<file path="config.mk">
export PLATFORM = sky130hd
export DESIGN_NAME = execute
export DESIGN_NICKNAME = d
export VERILOG_FILES = /design/src/common/exec_pkg.sv /design/src/execute/alu.sv /design/src/execute/branch_unit.sv /design/src/execute/div_unit.sv /design/src/execute/execute.sv /design/src/execute/mul_unit.sv
export SDC_FILE = /design/constraint.sdc
export NUM_CORES = 2
export LEC_CHECK = 0
export BUFFER_PORTS_ARGS = -buffer_cell sky130_fd_sc_hd__buf_2
export CAP_MARGIN = 30
export CORE_UTILIZATION = 51
export CTS_CLUSTER_DIAMETER = 30
export CTS_CLUSTER_SIZE = 24
export DETAILED_ROUTE_END_ITERATION = 6
export PLACE_DENSITY = 0.71
export SYNTH_ARGS = -nofsm -noshare
export SYNTH_HDL_FRONTEND = slang
export SYNTH_SLANG_ARGS = --single-unit
</file>
<file path="constraint.sdc">
create_clock -name clk -period 8.7 [get_ports clk]
set_input_delay 1.74 -clock clk [delete_from_list [all_inputs] [get_ports clk]]
set_output_delay 1.74 -clock clk [all_outputs]
set_load 0.005 [all_outputs]
</file>
<file path="src/common/exec_pkg.sv">
package exec_pkg;

    typedef logic [31:0] word_t;

    // alu function select
    typedef enum logic [3:0] {
        ADD,
        ADDU,
        SUB,
        SUBU,
        AND,
        OR,
        XOR,
        NOR,
        SLT,
        SLTU,
        SLL,
        SRL,
        SRA,
        LUI
    } alu_op_e;

    typedef enum logic {
        REGB,
        IMM
    } alusrc_e;

    typedef enum logic [2:0] {
        BEQ,
        BNE,
        BLEZ,
        BGTZ,
        BLTZ,
        BGEZ
    } branch_e;

    typedef enum logic [2:0] {
        MD_NONE,
        MULT,
        MULTU,
        DIV,
        DIVU
    } md_op_e;

    // decoded control, 17 bits
    typedef struct packed {
        alu_op_e    alufunc;
        alusrc_e    alusrc;
        logic       zeroext;
        logic       shamt_valid;
        logic       branch;
        branch_e    branch_type;
        logic       jump;
        logic       jr;
        logic       is_link;
        md_op_e     md_op;
    } ctl_t;

    // one issue slot
    typedef struct packed {
        logic        valid;
        word_t       pc;
        word_t       raw_instr;
        word_t       rd1;
        word_t       rd2;
        logic [15:0] imm;
        logic [4:0]  rdst;
        ctl_t        ctl;
    } issue_t;

    // one execute slot
    typedef struct packed {
        logic        valid;
        word_t       pc;
        logic [4:0]  rdst;
        ctl_t        ctl;
        word_t       alu_out;
        word_t       srca;
        word_t       srcb;
        word_t       target;
        logic        branch_taken;
        logic        overflow_exc;
        logic [63:0] hilo;
    } exec_t;

endpackage

</file>
<file path="src/execute/alu.sv">
module alu (
    input  exec_pkg::word_t   a_i,
    input  exec_pkg::word_t   b_i,
    input  exec_pkg::alu_op_e alufunc_i,
    output exec_pkg::word_t   result_o,
    output logic              overflow_o
);

    exec_pkg::word_t sum;
    exec_pkg::word_t diff;
    logic [4:0]      shamt;

    assign sum   = a_i + b_i;
    assign diff  = a_i - b_i;
    // shift amount always from operand a
    assign shamt = a_i[4:0];

    always_comb begin
        unique case (alufunc_i)
            exec_pkg::ADD,
            exec_pkg::ADDU: result_o = sum;
            exec_pkg::SUB,
            exec_pkg::SUBU: result_o = diff;
            exec_pkg::AND:  result_o = a_i & b_i;
            exec_pkg::OR:   result_o = a_i | b_i;
            exec_pkg::XOR:  result_o = a_i ^ b_i;
            exec_pkg::NOR:  result_o = ~(a_i | b_i);
            exec_pkg::SLT:  result_o = {31'b0, $signed(a_i) < $signed(b_i)};
            exec_pkg::SLTU: result_o = {31'b0, a_i < b_i};
            exec_pkg::SLL:  result_o = b_i << shamt;
            exec_pkg::SRL:  result_o = b_i >> shamt;
            exec_pkg::SRA:  result_o = $signed(b_i) >>> shamt;
            exec_pkg::LUI:  result_o = {b_i[15:0], 16'b0};
            default:        result_o = '0;
        endcase
    end

    // signed overflow, trapping ops only
    always_comb begin
        unique case (alufunc_i)
            exec_pkg::ADD: begin
                // same signs in, different sign out
                overflow_o = (a_i[31] == b_i[31]) && (sum[31] != a_i[31]);
            end
            exec_pkg::SUB: begin
                overflow_o = (a_i[31] != b_i[31]) && (diff[31] != a_i[31]);
            end
            default: begin
                overflow_o = 1'b0;
            end
        endcase
    end

endmodule

</file>
<file path="src/execute/branch_unit.sv">
module branch_unit (
    input  exec_pkg::word_t   pc_i,
    input  exec_pkg::word_t   raw_instr_i,
    input  exec_pkg::word_t   rd1_i,
    input  exec_pkg::word_t   rd2_i,
    input  logic              branch_i,
    input  logic              jump_i,
    input  logic              jr_i,
    input  exec_pkg::branch_e branch_type_i,
    output exec_pkg::word_t   target_o,
    output logic              taken_o
);

    exec_pkg::word_t pc_plus4;
    exec_pkg::word_t br_offset;
    logic            cond;

    assign pc_plus4  = pc_i + 32'd4;
    assign br_offset = {{14{raw_instr_i[15]}}, raw_instr_i[15:0], 2'b00};

    always_comb begin
        unique case (branch_type_i)
            exec_pkg::BEQ:  cond = (rd1_i == rd2_i);
            exec_pkg::BNE:  cond = (rd1_i != rd2_i);
            exec_pkg::BLEZ: cond = rd1_i[31] || (rd1_i == '0);
            exec_pkg::BGTZ: cond = !rd1_i[31] && (rd1_i != '0);
            exec_pkg::BLTZ: cond = rd1_i[31];
            exec_pkg::BGEZ: cond = !rd1_i[31];
            default:        cond = 1'b0;
        endcase
    end

    // branch wins over jr, jr over j
    always_comb begin
        if (branch_i) begin
            target_o = pc_plus4 + br_offset;
        end else if (jr_i) begin
            target_o = rd1_i;
        end else if (jump_i) begin
            target_o = {pc_plus4[31:28], raw_instr_i[25:0], 2'b00};
        end else begin
            target_o = '0;
        end
    end

    assign taken_o = jump_i || jr_i || (branch_i && cond);

endmodule

</file>
<file path="src/execute/div_unit.sv">
module div_unit (
    input  logic            clk,
    input  logic            rst_n_i,
    input  logic            valid_i,
    input  exec_pkg::word_t a_i,
    input  exec_pkg::word_t b_i,
    output logic            done_o,
    output logic [63:0]     res_o
);

    typedef enum logic [1:0] {
        S_IDLE,
        S_RUN,
        S_DONE
    } state_e;

    state_e          state_q;
    logic [4:0]      cnt_q;
    exec_pkg::word_t quo_q;
    exec_pkg::word_t rem_q;
    exec_pkg::word_t dvs_q;
    logic [32:0]     rem_sh;
    logic [33:0]     trial;
    exec_pkg::word_t rem_next;
    exec_pkg::word_t quo_next;

    always_ff @(posedge clk) begin
        if (!rst_n_i) begin
            state_q <= S_IDLE;
            cnt_q   <= '0;
        end else begin
            unique case (state_q)
                S_IDLE: begin
                    if (valid_i) begin
                        state_q <= S_RUN;
                        cnt_q   <= '0;
                    end
                end
                S_RUN: begin
                    // 32 iterations, one quotient bit each
                    if (cnt_q == 5'd31) begin
                        state_q <= S_DONE;
                    end else begin
                        cnt_q <= cnt_q + 1'b1;
                    end
                end
                default: state_q <= S_IDLE;
            endcase
        end
    end

    // shift in next dividend bit, try subtract
    always_comb begin
        rem_sh = {rem_q, quo_q[31]};
        trial  = {1'b0, rem_sh} - {2'b0, dvs_q};
        if (!trial[33]) begin
            rem_next = trial[31:0];
            quo_next = {quo_q[30:0], 1'b1};
        end else begin
            rem_next = rem_sh[31:0];
            quo_next = {quo_q[30:0], 1'b0};
        end
    end

    always_ff @(posedge clk) begin
        if (state_q == S_IDLE && valid_i) begin
            quo_q <= a_i;
            rem_q <= '0;
            dvs_q <= b_i;
        end else if (state_q == S_RUN) begin
            quo_q <= quo_next;
            rem_q <= rem_next;
        end
    end

    assign done_o = (state_q == S_DONE);
    assign res_o  = {rem_q, quo_q};

endmodule

</file>
<file path="src/execute/execute.sv">
module execute #(
    parameter int MUL_LATENCY = 3
) (
    input  logic             clk,
    input  logic             rst_n_i,
    input  exec_pkg::issue_t issue_i [1:0],
    output exec_pkg::exec_t  exec_o [1:0],
    output logic             e_wait_o
);

    exec_pkg::word_t  src_a [1:0];
    exec_pkg::word_t  src_b [1:0];
    exec_pkg::word_t  imm_ext [1:0];
    exec_pkg::word_t  alu_res [1:0];
    logic             alu_ovf [1:0];
    exec_pkg::word_t  br_target;
    logic             br_taken;
    logic             md_sel;
    exec_pkg::md_op_e md_op;
    logic             is_mul;
    logic             is_div;
    logic             md_signed;
    logic             neg_a;
    logic             neg_b;
    exec_pkg::word_t  mag_a;
    exec_pkg::word_t  mag_b;
    logic             mul_done;
    logic             div_done;
    logic [63:0]      mul_prod;
    logic [63:0]      div_res;
    logic [63:0]      hilo;

    for (genvar i = 0; i < 2; i++) begin : g_slot
        assign imm_ext[i] = issue_i[i].ctl.zeroext ? {16'b0, issue_i[i].imm}
                                                   : {{16{issue_i[i].imm[15]}}, issue_i[i].imm};
        assign src_a[i] = issue_i[i].ctl.shamt_valid ? {27'b0, issue_i[i].raw_instr[10:6]}
                                                     : issue_i[i].rd1;
        assign src_b[i] = (issue_i[i].ctl.alusrc == exec_pkg::IMM) ? imm_ext[i] : issue_i[i].rd2;

        alu u_alu (
            .a_i        (src_a[i]),
            .b_i        (src_b[i]),
            .alufunc_i  (issue_i[i].ctl.alufunc),
            .result_o   (alu_res[i]),
            .overflow_o (alu_ovf[i])
        );
    end

    // only slot 1 carries control flow
    branch_unit u_branch (
        .pc_i          (issue_i[1].pc),
        .raw_instr_i   (issue_i[1].raw_instr),
        .rd1_i         (issue_i[1].rd1),
        .rd2_i         (issue_i[1].rd2),
        .branch_i      (issue_i[1].ctl.branch),
        .jump_i        (issue_i[1].ctl.jump),
        .jr_i          (issue_i[1].ctl.jr),
        .branch_type_i (issue_i[1].ctl.branch_type),
        .target_o      (br_target),
        .taken_o       (br_taken)
    );

    // slot 1 wins if both ask for mul/div
    assign md_sel    = (issue_i[1].ctl.md_op != exec_pkg::MD_NONE);
    assign md_op     = issue_i[md_sel].ctl.md_op;
    assign is_mul    = (md_op == exec_pkg::MULT) || (md_op == exec_pkg::MULTU);
    assign is_div    = (md_op == exec_pkg::DIV) || (md_op == exec_pkg::DIVU);
    assign md_signed = (md_op == exec_pkg::MULT) || (md_op == exec_pkg::DIV);
    assign neg_a     = md_signed && issue_i[md_sel].rd1[31];
    assign neg_b     = md_signed && issue_i[md_sel].rd2[31];
    assign mag_a     = neg_a ? -issue_i[md_sel].rd1 : issue_i[md_sel].rd1;
    assign mag_b     = neg_b ? -issue_i[md_sel].rd2 : issue_i[md_sel].rd2;

    mul_unit #(
        .MUL_LATENCY (MUL_LATENCY)
    ) u_mul (
        .clk     (clk),
        .rst_n_i (rst_n_i),
        .valid_i (is_mul),
        .a_i     (mag_a),
        .b_i     (mag_b),
        .done_o  (mul_done),
        .prod_o  (mul_prod)
    );

    div_unit u_div (
        .clk     (clk),
        .rst_n_i (rst_n_i),
        .valid_i (is_div),
        .a_i     (mag_a),
        .b_i     (mag_b),
        .done_o  (div_done),
        .res_o   (div_res)
    );

    // sign fix, remainder follows the dividend
    always_comb begin
        hilo = '0;
        if (is_mul) begin
            hilo = (neg_a ^ neg_b) ? -mul_prod : mul_prod;
        end else if (is_div) begin
            hilo[31:0]  = (neg_a ^ neg_b) ? -div_res[31:0] : div_res[31:0];
            hilo[63:32] = neg_a ? -div_res[63:32] : div_res[63:32];
        end
    end

    always_comb begin
        for (int i = 0; i < 2; i++) begin
            exec_o[i].valid        = issue_i[i].valid;
            exec_o[i].pc           = issue_i[i].pc;
            exec_o[i].rdst         = issue_i[i].rdst;
            exec_o[i].ctl          = issue_i[i].ctl;
            exec_o[i].alu_out      = alu_res[i];
            exec_o[i].srca         = issue_i[i].rd1;
            exec_o[i].srcb         = issue_i[i].rd2;
            exec_o[i].target       = '0;
            exec_o[i].branch_taken = 1'b0;
            exec_o[i].overflow_exc = alu_ovf[i];
            exec_o[i].hilo         = '0;
        end
        if (issue_i[1].ctl.is_link) begin
            exec_o[1].alu_out = issue_i[1].pc + 32'd8;
        end
        exec_o[1].target       = br_target;
        exec_o[1].branch_taken = br_taken;
        // older slot faults, younger slot is squashed
        if (alu_ovf[1]) begin
            exec_o[0].valid        = 1'b0;
            exec_o[0].overflow_exc = 1'b0;
        end
        if (md_sel) begin
            exec_o[1].hilo = hilo;
        end else begin
            exec_o[0].hilo = hilo;
        end
    end

    assign e_wait_o = (is_mul && !mul_done) || (is_div && !div_done);

endmodule

</file>
<file path="src/execute/mul_unit.sv">
// latency must be at least 2, the product register needs a cycle
module mul_unit #(
    parameter int MUL_LATENCY = 3
) (
    input  logic            clk,
    input  logic            rst_n_i,
    input  logic            valid_i,
    input  exec_pkg::word_t a_i,
    input  exec_pkg::word_t b_i,
    output logic            done_o,
    output logic [63:0]     prod_o
);

    localparam int CNT_W = $clog2(MUL_LATENCY + 1);

    typedef enum logic {
        S_IDLE,
        S_BUSY
    } state_e;

    state_e          state_q;
    logic [CNT_W-1:0] cnt_q;
    exec_pkg::word_t a_q;
    exec_pkg::word_t b_q;
    logic [63:0]     prod_q;

    always_ff @(posedge clk) begin
        if (!rst_n_i) begin
            state_q <= S_IDLE;
            cnt_q   <= '0;
            done_o  <= 1'b0;
        end else begin
            done_o <= 1'b0;
            unique case (state_q)
                S_IDLE: begin
                    if (valid_i) begin
                        state_q <= S_BUSY;
                        cnt_q   <= CNT_W'(MUL_LATENCY - 1);
                    end
                end
                S_BUSY: begin
                    // stay busy through the done cycle, packet leaves then
                    if (done_o) begin
                        state_q <= S_IDLE;
                    end else if (cnt_q == CNT_W'(1)) begin
                        done_o <= 1'b1;
                    end else begin
                        cnt_q <= cnt_q - 1'b1;
                    end
                end
                default: state_q <= S_IDLE;
            endcase
        end
    end

    // operand regs then product reg, maps onto dsp
    always_ff @(posedge clk) begin
        if (state_q == S_IDLE && valid_i) begin
            a_q <= a_i;
            b_q <= b_i;
        end
        prod_q <= {32'b0, a_q} * {32'b0, b_q};
    end

    assign prod_o = prod_q;

endmodule

</file>
# Word level (Yosys, flattened, before mapping)
# Index checks and enable logic that the tools add are counted.
# totals
regBits	235
in_bits	336
elab_cells	189
# classes
addsub	15
mul	1
n_lt_le_gt_ge	5
n_eq_ne	55
shift	6
mux	46
n_bitwise	11
reduce_logical	39
# ops
cell	n
case mux 32 bit (12 select lines)	2
2-to-1 mux 32 bit	17
2-to-1 mux 64 bit	5
2-to-1 mux 102 bit	2
< comparator 32 bit	4
negator 32 bit	4
adder 32 bit	3
bitwise AND 32 bit	2
multiplier 32 x 32 -> 64 bit	1
negator 64 bit	1
NOT 32 bit	2
OR 32 bit	2
<< shifter 32 x 5 -> 32 bit	2
>> shifter 32 x 5 -> 32 bit	2
>>> shifter 32 x 5 -> 32 bit	2
subtractor 32 bit	2
XOR 32 bit	2
== test 4 bit, second input constant	12
subtractor 33 x 32 -> 34 bit	1
adder 32 x 3 -> 32 bit, second input constant	1
adder 32 x 4 -> 32 bit, second input constant	1
== test 32 bit	1
== test 4 x 3 -> 1 bit, second input constant	8
logical NOT 32 bit	1
other kinds (38)	98

# Longest topological paths before layout
# depth
word_depth	11
mapped_depth	28
depth_no_buf	26

# Cells and area by module
# From an unflattened synthesis, not the netlist that was laid out.
# unflattened
hier_cells	9256
area_unflattened_um2	75580.0
# by_module_without_submodules
module	instances	cells_each	area_each_um2	seq_area_each_um2
mul_unit	1	3831	36678.9	3283.1
alu	2	1335	9160.0	0.0
execute	1	1737	11554.8	0.0
div_unit	1	544	5700.5	2702.6
branch_unit	1	474	3325.7	0.0

# Worst setup path before layout
# OpenSTA, ideal clock, no wires.
# synth_timing
path_type	input-to-output
startpoint	in issue_i[10] in the netlist's numbering
endpoint	out exec_o[189] in the netlist's numbering
arrival_ns	6.073
t_required_ns	6.960
setup_slack_ns	0.887
path_stages	17
cell_sequence	buf_2 -> mux2i_1 -> clkbuf_1 -> buf_1 -> clkbuf_1 -> ha_1 -> buf_2 -> inv_1 -> o311a_1 -> o31a_2 -> a2111oi_4 -> o21ai_2 -> a2111oi_4 -> nor2_2 -> a211o_2 -> mux2i_1 -> or4_1
# synth_lines
element	line_no	text
from (decl)	execute.sv:6	input exec_pkg::issue_t issue_i [1:0],
to (decl)	execute.sv:7	output exec_pkg::exec_t exec_o [1:0],

==> metrics.md <==
| Metric | Value |
|---|---|
| Placer Congestion | 1.13 |
| Core Area | 142000 um2 |
| Maximum clock rate | 0.116 GHz |
| Nets | 11400 |
| Placed wire-length estimate | 278000 um |
| Pre-CTS setup slack | 0.418 ns |
| RSZ-0062 raised after global routing | no |
| WP data arrival | 6.88 ns |
| CTS Hold Buffers Added | 0 |
| Final setup viols | 0 |
| Asr flop ratio synth | 0% |
| Synth cell types | 119 |
| Port Buffers | 668 |
| Hold Slack | 0.492 ns |
| Clock Latency Late Sink | 0.54 ns |
| Fin crit share | 99.0% |
| Vias in the first global route | 70500 |
| Layout area overhead | 8.24% |
| Yosys reg bits | 235 |
| Post_cts resized | 0 |
| Outcome | finished, violations left |
| Total Routing Usage GR | 45.2% |
| Hold Crit Class | flip-flop to flip-flop |
| Min setup slack post-route | 0.0828 ns |
| Slew margin rel. | 26.3% |
| Fin crit period | 8.62 ns |
| Mean Syn Cell Area | 7.84 um2 |
| Clock sink total | 235 |
| Sequential area share after synthesis | 8.17% |
| Worst-case clock buffer depth | 3 |
| CP Class | input port to primary output |
| Initial antenna violation count | 58 |
| Max H-tree Level | 2 |
| Largest fanout on the critical path | 35 |
| DRT Wirelength | 337000 um |
| Clock transition at path regs | 0.05 ns |
| Global-route wire length before repair | 485000 um |
| Clock Skew | 0.0456 ns |
| Routed Antenna Nets | 0 |
| CTS tree | yes |
| Actual slew at the worst max-slew pin | 1.09 ns |
| Critical Path RT | 6.96 ns |
| Crit end category | primary output |
| Max-cap violations | 0 |
| Post-synth EDFFs | 128 |
| Post-route DRC violation count | 34 |
| Via count | 72600 |
| Synth Instances | 9344 |
| Layout cells sized above 1 | 13.1% |
| Most used DFF post-synth | edfxtp_1 |
| Postcts setup bufs | 0 |
| Synth Cell Area | 73300 um2 |
| Pins Over Slew Limit | 0 |
| Root Buffer | clkbuf_16 |
| Initial DRC count | 9298 |
| Routed vias/inst | 6.28 |
| Initial core utilization | 51.6% |
| Die ar. | 145000 um2 |
| Register-to-register setup slack | 0.40 ns |
| Num CTS Buffers | 36 |
| Drt first pass iters | 7 |
| Die W | 381 um |
| Global route overflow | 0 |
| Final hold violation count | 0 |
| Largest net degree at the start of global routing | 105 |
| Failing checks | design-rule violations |
| Setup_tns | 0 ns |
| FP Rows | 138 |
| I/O pin count | 835 |
| Die height | 381 um |
| Fillers | 13200 |
| WL/cell | 29.1 um |
| Startpoint types | input port |
| Synth Warn # | 0 |
[state kept, by name, indices dropped and copies added, names as in the netlist]
register	cells
u_div.dvs_q	32
u_mul.b_q	32
u_div.quo_q	32
u_mul.prod_o	64
u_mul.cnt_q	2
u_mul.a_q	32
u_div.rem_q	32
u_mul.done_o	1
u_mul.state_q	1
u_div.state_q	2
u_div.cnt_q	5
[cells in the mapped netlist (all sizes together) (40+ instances only)]
cell    instances  area share [%]
inv          1146             5.9
nand2        1019             5.2
fa            902              25
and2          636             5.4
nor2          599             3.1
a21oi         565             3.9
ha            526             9.0
clkbuf        510             2.6
o21ai         438             3.0
buf           353             3.3
xnor2         284             3.4
mux2i         279             3.8
xor2          177             2.1
nor3          150             1.1
nand3         134            0.92
a21o          133             1.4
edfxtp        128             5.2
dfxtp         107             2.9
a31oi          89            0.76
a22oi          86            0.89
a211oi         79            0.81
nor2b          79            0.67
nand2b         77            0.66
o22ai          74            0.63
o211ai         66            0.68
o31ai          60            0.62
nand4          46            0.40
nor4           42            0.41
and3           40            0.34
[logic make-up (layout without fill, tap and decap cells)]
family	count (synthesis)	count (layout)	synth area share, %
xor gates and xnor gates	461	461	5.51
adders and majority gates	1428	1428	33.6
and+or+nand+nor	2946	2946	19.5
other	1	68	0.00512
buffers and inverters	2013	2274	11.8
muxes	322	322	4.54
DFF	235	235	8.17
AOI/OAI and AO/OA	1938	1938	16.9
[metal layers]
metal  vias to the layer above  wire length [um]  GRT usage [%]
met5                         -               342          0.926
met4                        32             24700           27.9
met3                       967             38400           12.8
met2                      4486            143000           67.2
met1                     35900            130000           57.9
li1                      31200                 -              -
[stage by stage]
step	cell area [um2]	util, %	std cells
after global placement	77900	54.8	11500
final	79300	55.8	11600
after floorplan	73400	-	9376
after CTS	79200	55.7	11500
after detailed placement	78000	54.9	11500
after global routing	79200	55.8	11500
[path summary, 6_finish.rpt]
kind / endpoint / startpoint / cells after the start
min: u_div.cnt_q[4]$_SDFFE_PN0P_ / u_div.cnt_q[4]$_SDFFE_PN0P_ / 2
max reg2reg: u_mul.prod_o[63]$_DFF_P_ / u_mul.b_q[10]$_DFFE_PP_ / 24
max: exec_o[435] / issue_i[179] / 20
min reg2reg: u_div.cnt_q[4]$_SDFFE_PN0P_ / u_div.cnt_q[4]$_SDFFE_PN0P_ / 2
[area by class of cell]
| type | instances | area, um2 | area share, % |
|---|---|---|---|
| diodes | 35 | 87.6 | 0.110 |
| clock buffers | 38 | 930 | 1.17 |
| clock inverters | 28 | 280 | 0.353 |
| inverters | 1150 | 4320 | 5.44 |
| multi-input cells | 7128 | 58900 | 74.3 |
| flip-flops and latches | 235 | 5990 | 7.55 |
| well taps | 1890 | 2360 | 2.98 |
| repair buffers | 1058 | 6400 | 8.07 |
[placed cells by master, fill, tap and decap left out, types with 39 or more instances in the layout]
| master | synthesis | routed |
|---|---|---|
| inv_1 | 1143 | 1143 |
| nand2_1 | 1017 | 1017 |
| fa_1 | 902 | 902 |
| buf_2 | 37 | 668 |
| and2_1 | 635 | 634 |
| nor2_1 | 597 | 595 |
| a21oi_1 | 564 | 564 |
| ha_1 | 526 | 526 |
| o21ai_0 | 428 | 428 |
| buf_4 | 272 | 380 |
| xnor2_1 | 284 | 284 |
| mux2i_1 | 278 | 267 |
| xor2_1 | 177 | 177 |
| nor3_1 | 147 | 147 |
| nand3_1 | 134 | 134 |
| a21o_1 | 132 | 131 |
| edfxtp_1 | 128 | 128 |
| dfxtp_1 | 107 | 107 |
| a31oi_1 | 89 | 89 |
| a22oi_1 | 85 | 85 |
| nor2b_1 | 79 | 78 |
| a211oi_1 | 79 | 78 |
| nand2b_1 | 77 | 77 |
| o22ai_1 | 74 | 74 |
| o211ai_1 | 66 | 66 |
| o31ai_1 | 59 | 59 |
| nand4_1 | 45 | 45 |
| and3_1 | 40 | 40 |
| nor4_1 | 39 | 39 |
[worst max-delay path: stages]
cell,delay [ns]
buf_2,0.12
buf_4,0.42
mux2i_1,0.66
buf_4,0.30
ha_1,0.17
o21bai_1,0.08
a21oi_1,0.36
o311ai_0,0.16
buf_4,0.17
a21oi_1,0.40
a2111oi_0,0.19
buf_4,0.17
nor3b_1,0.56
o41ai_1,0.15
buf_4,0.17
a22oi_1,0.28
xnor2_1,0.10
o21ai_0,0.36
buf_4,0.18
buf_2,0.10
Power is left out: the tool's default activity adds up to more than one toggle a clock period on the data nets, which glitch-free logic cannot reach.
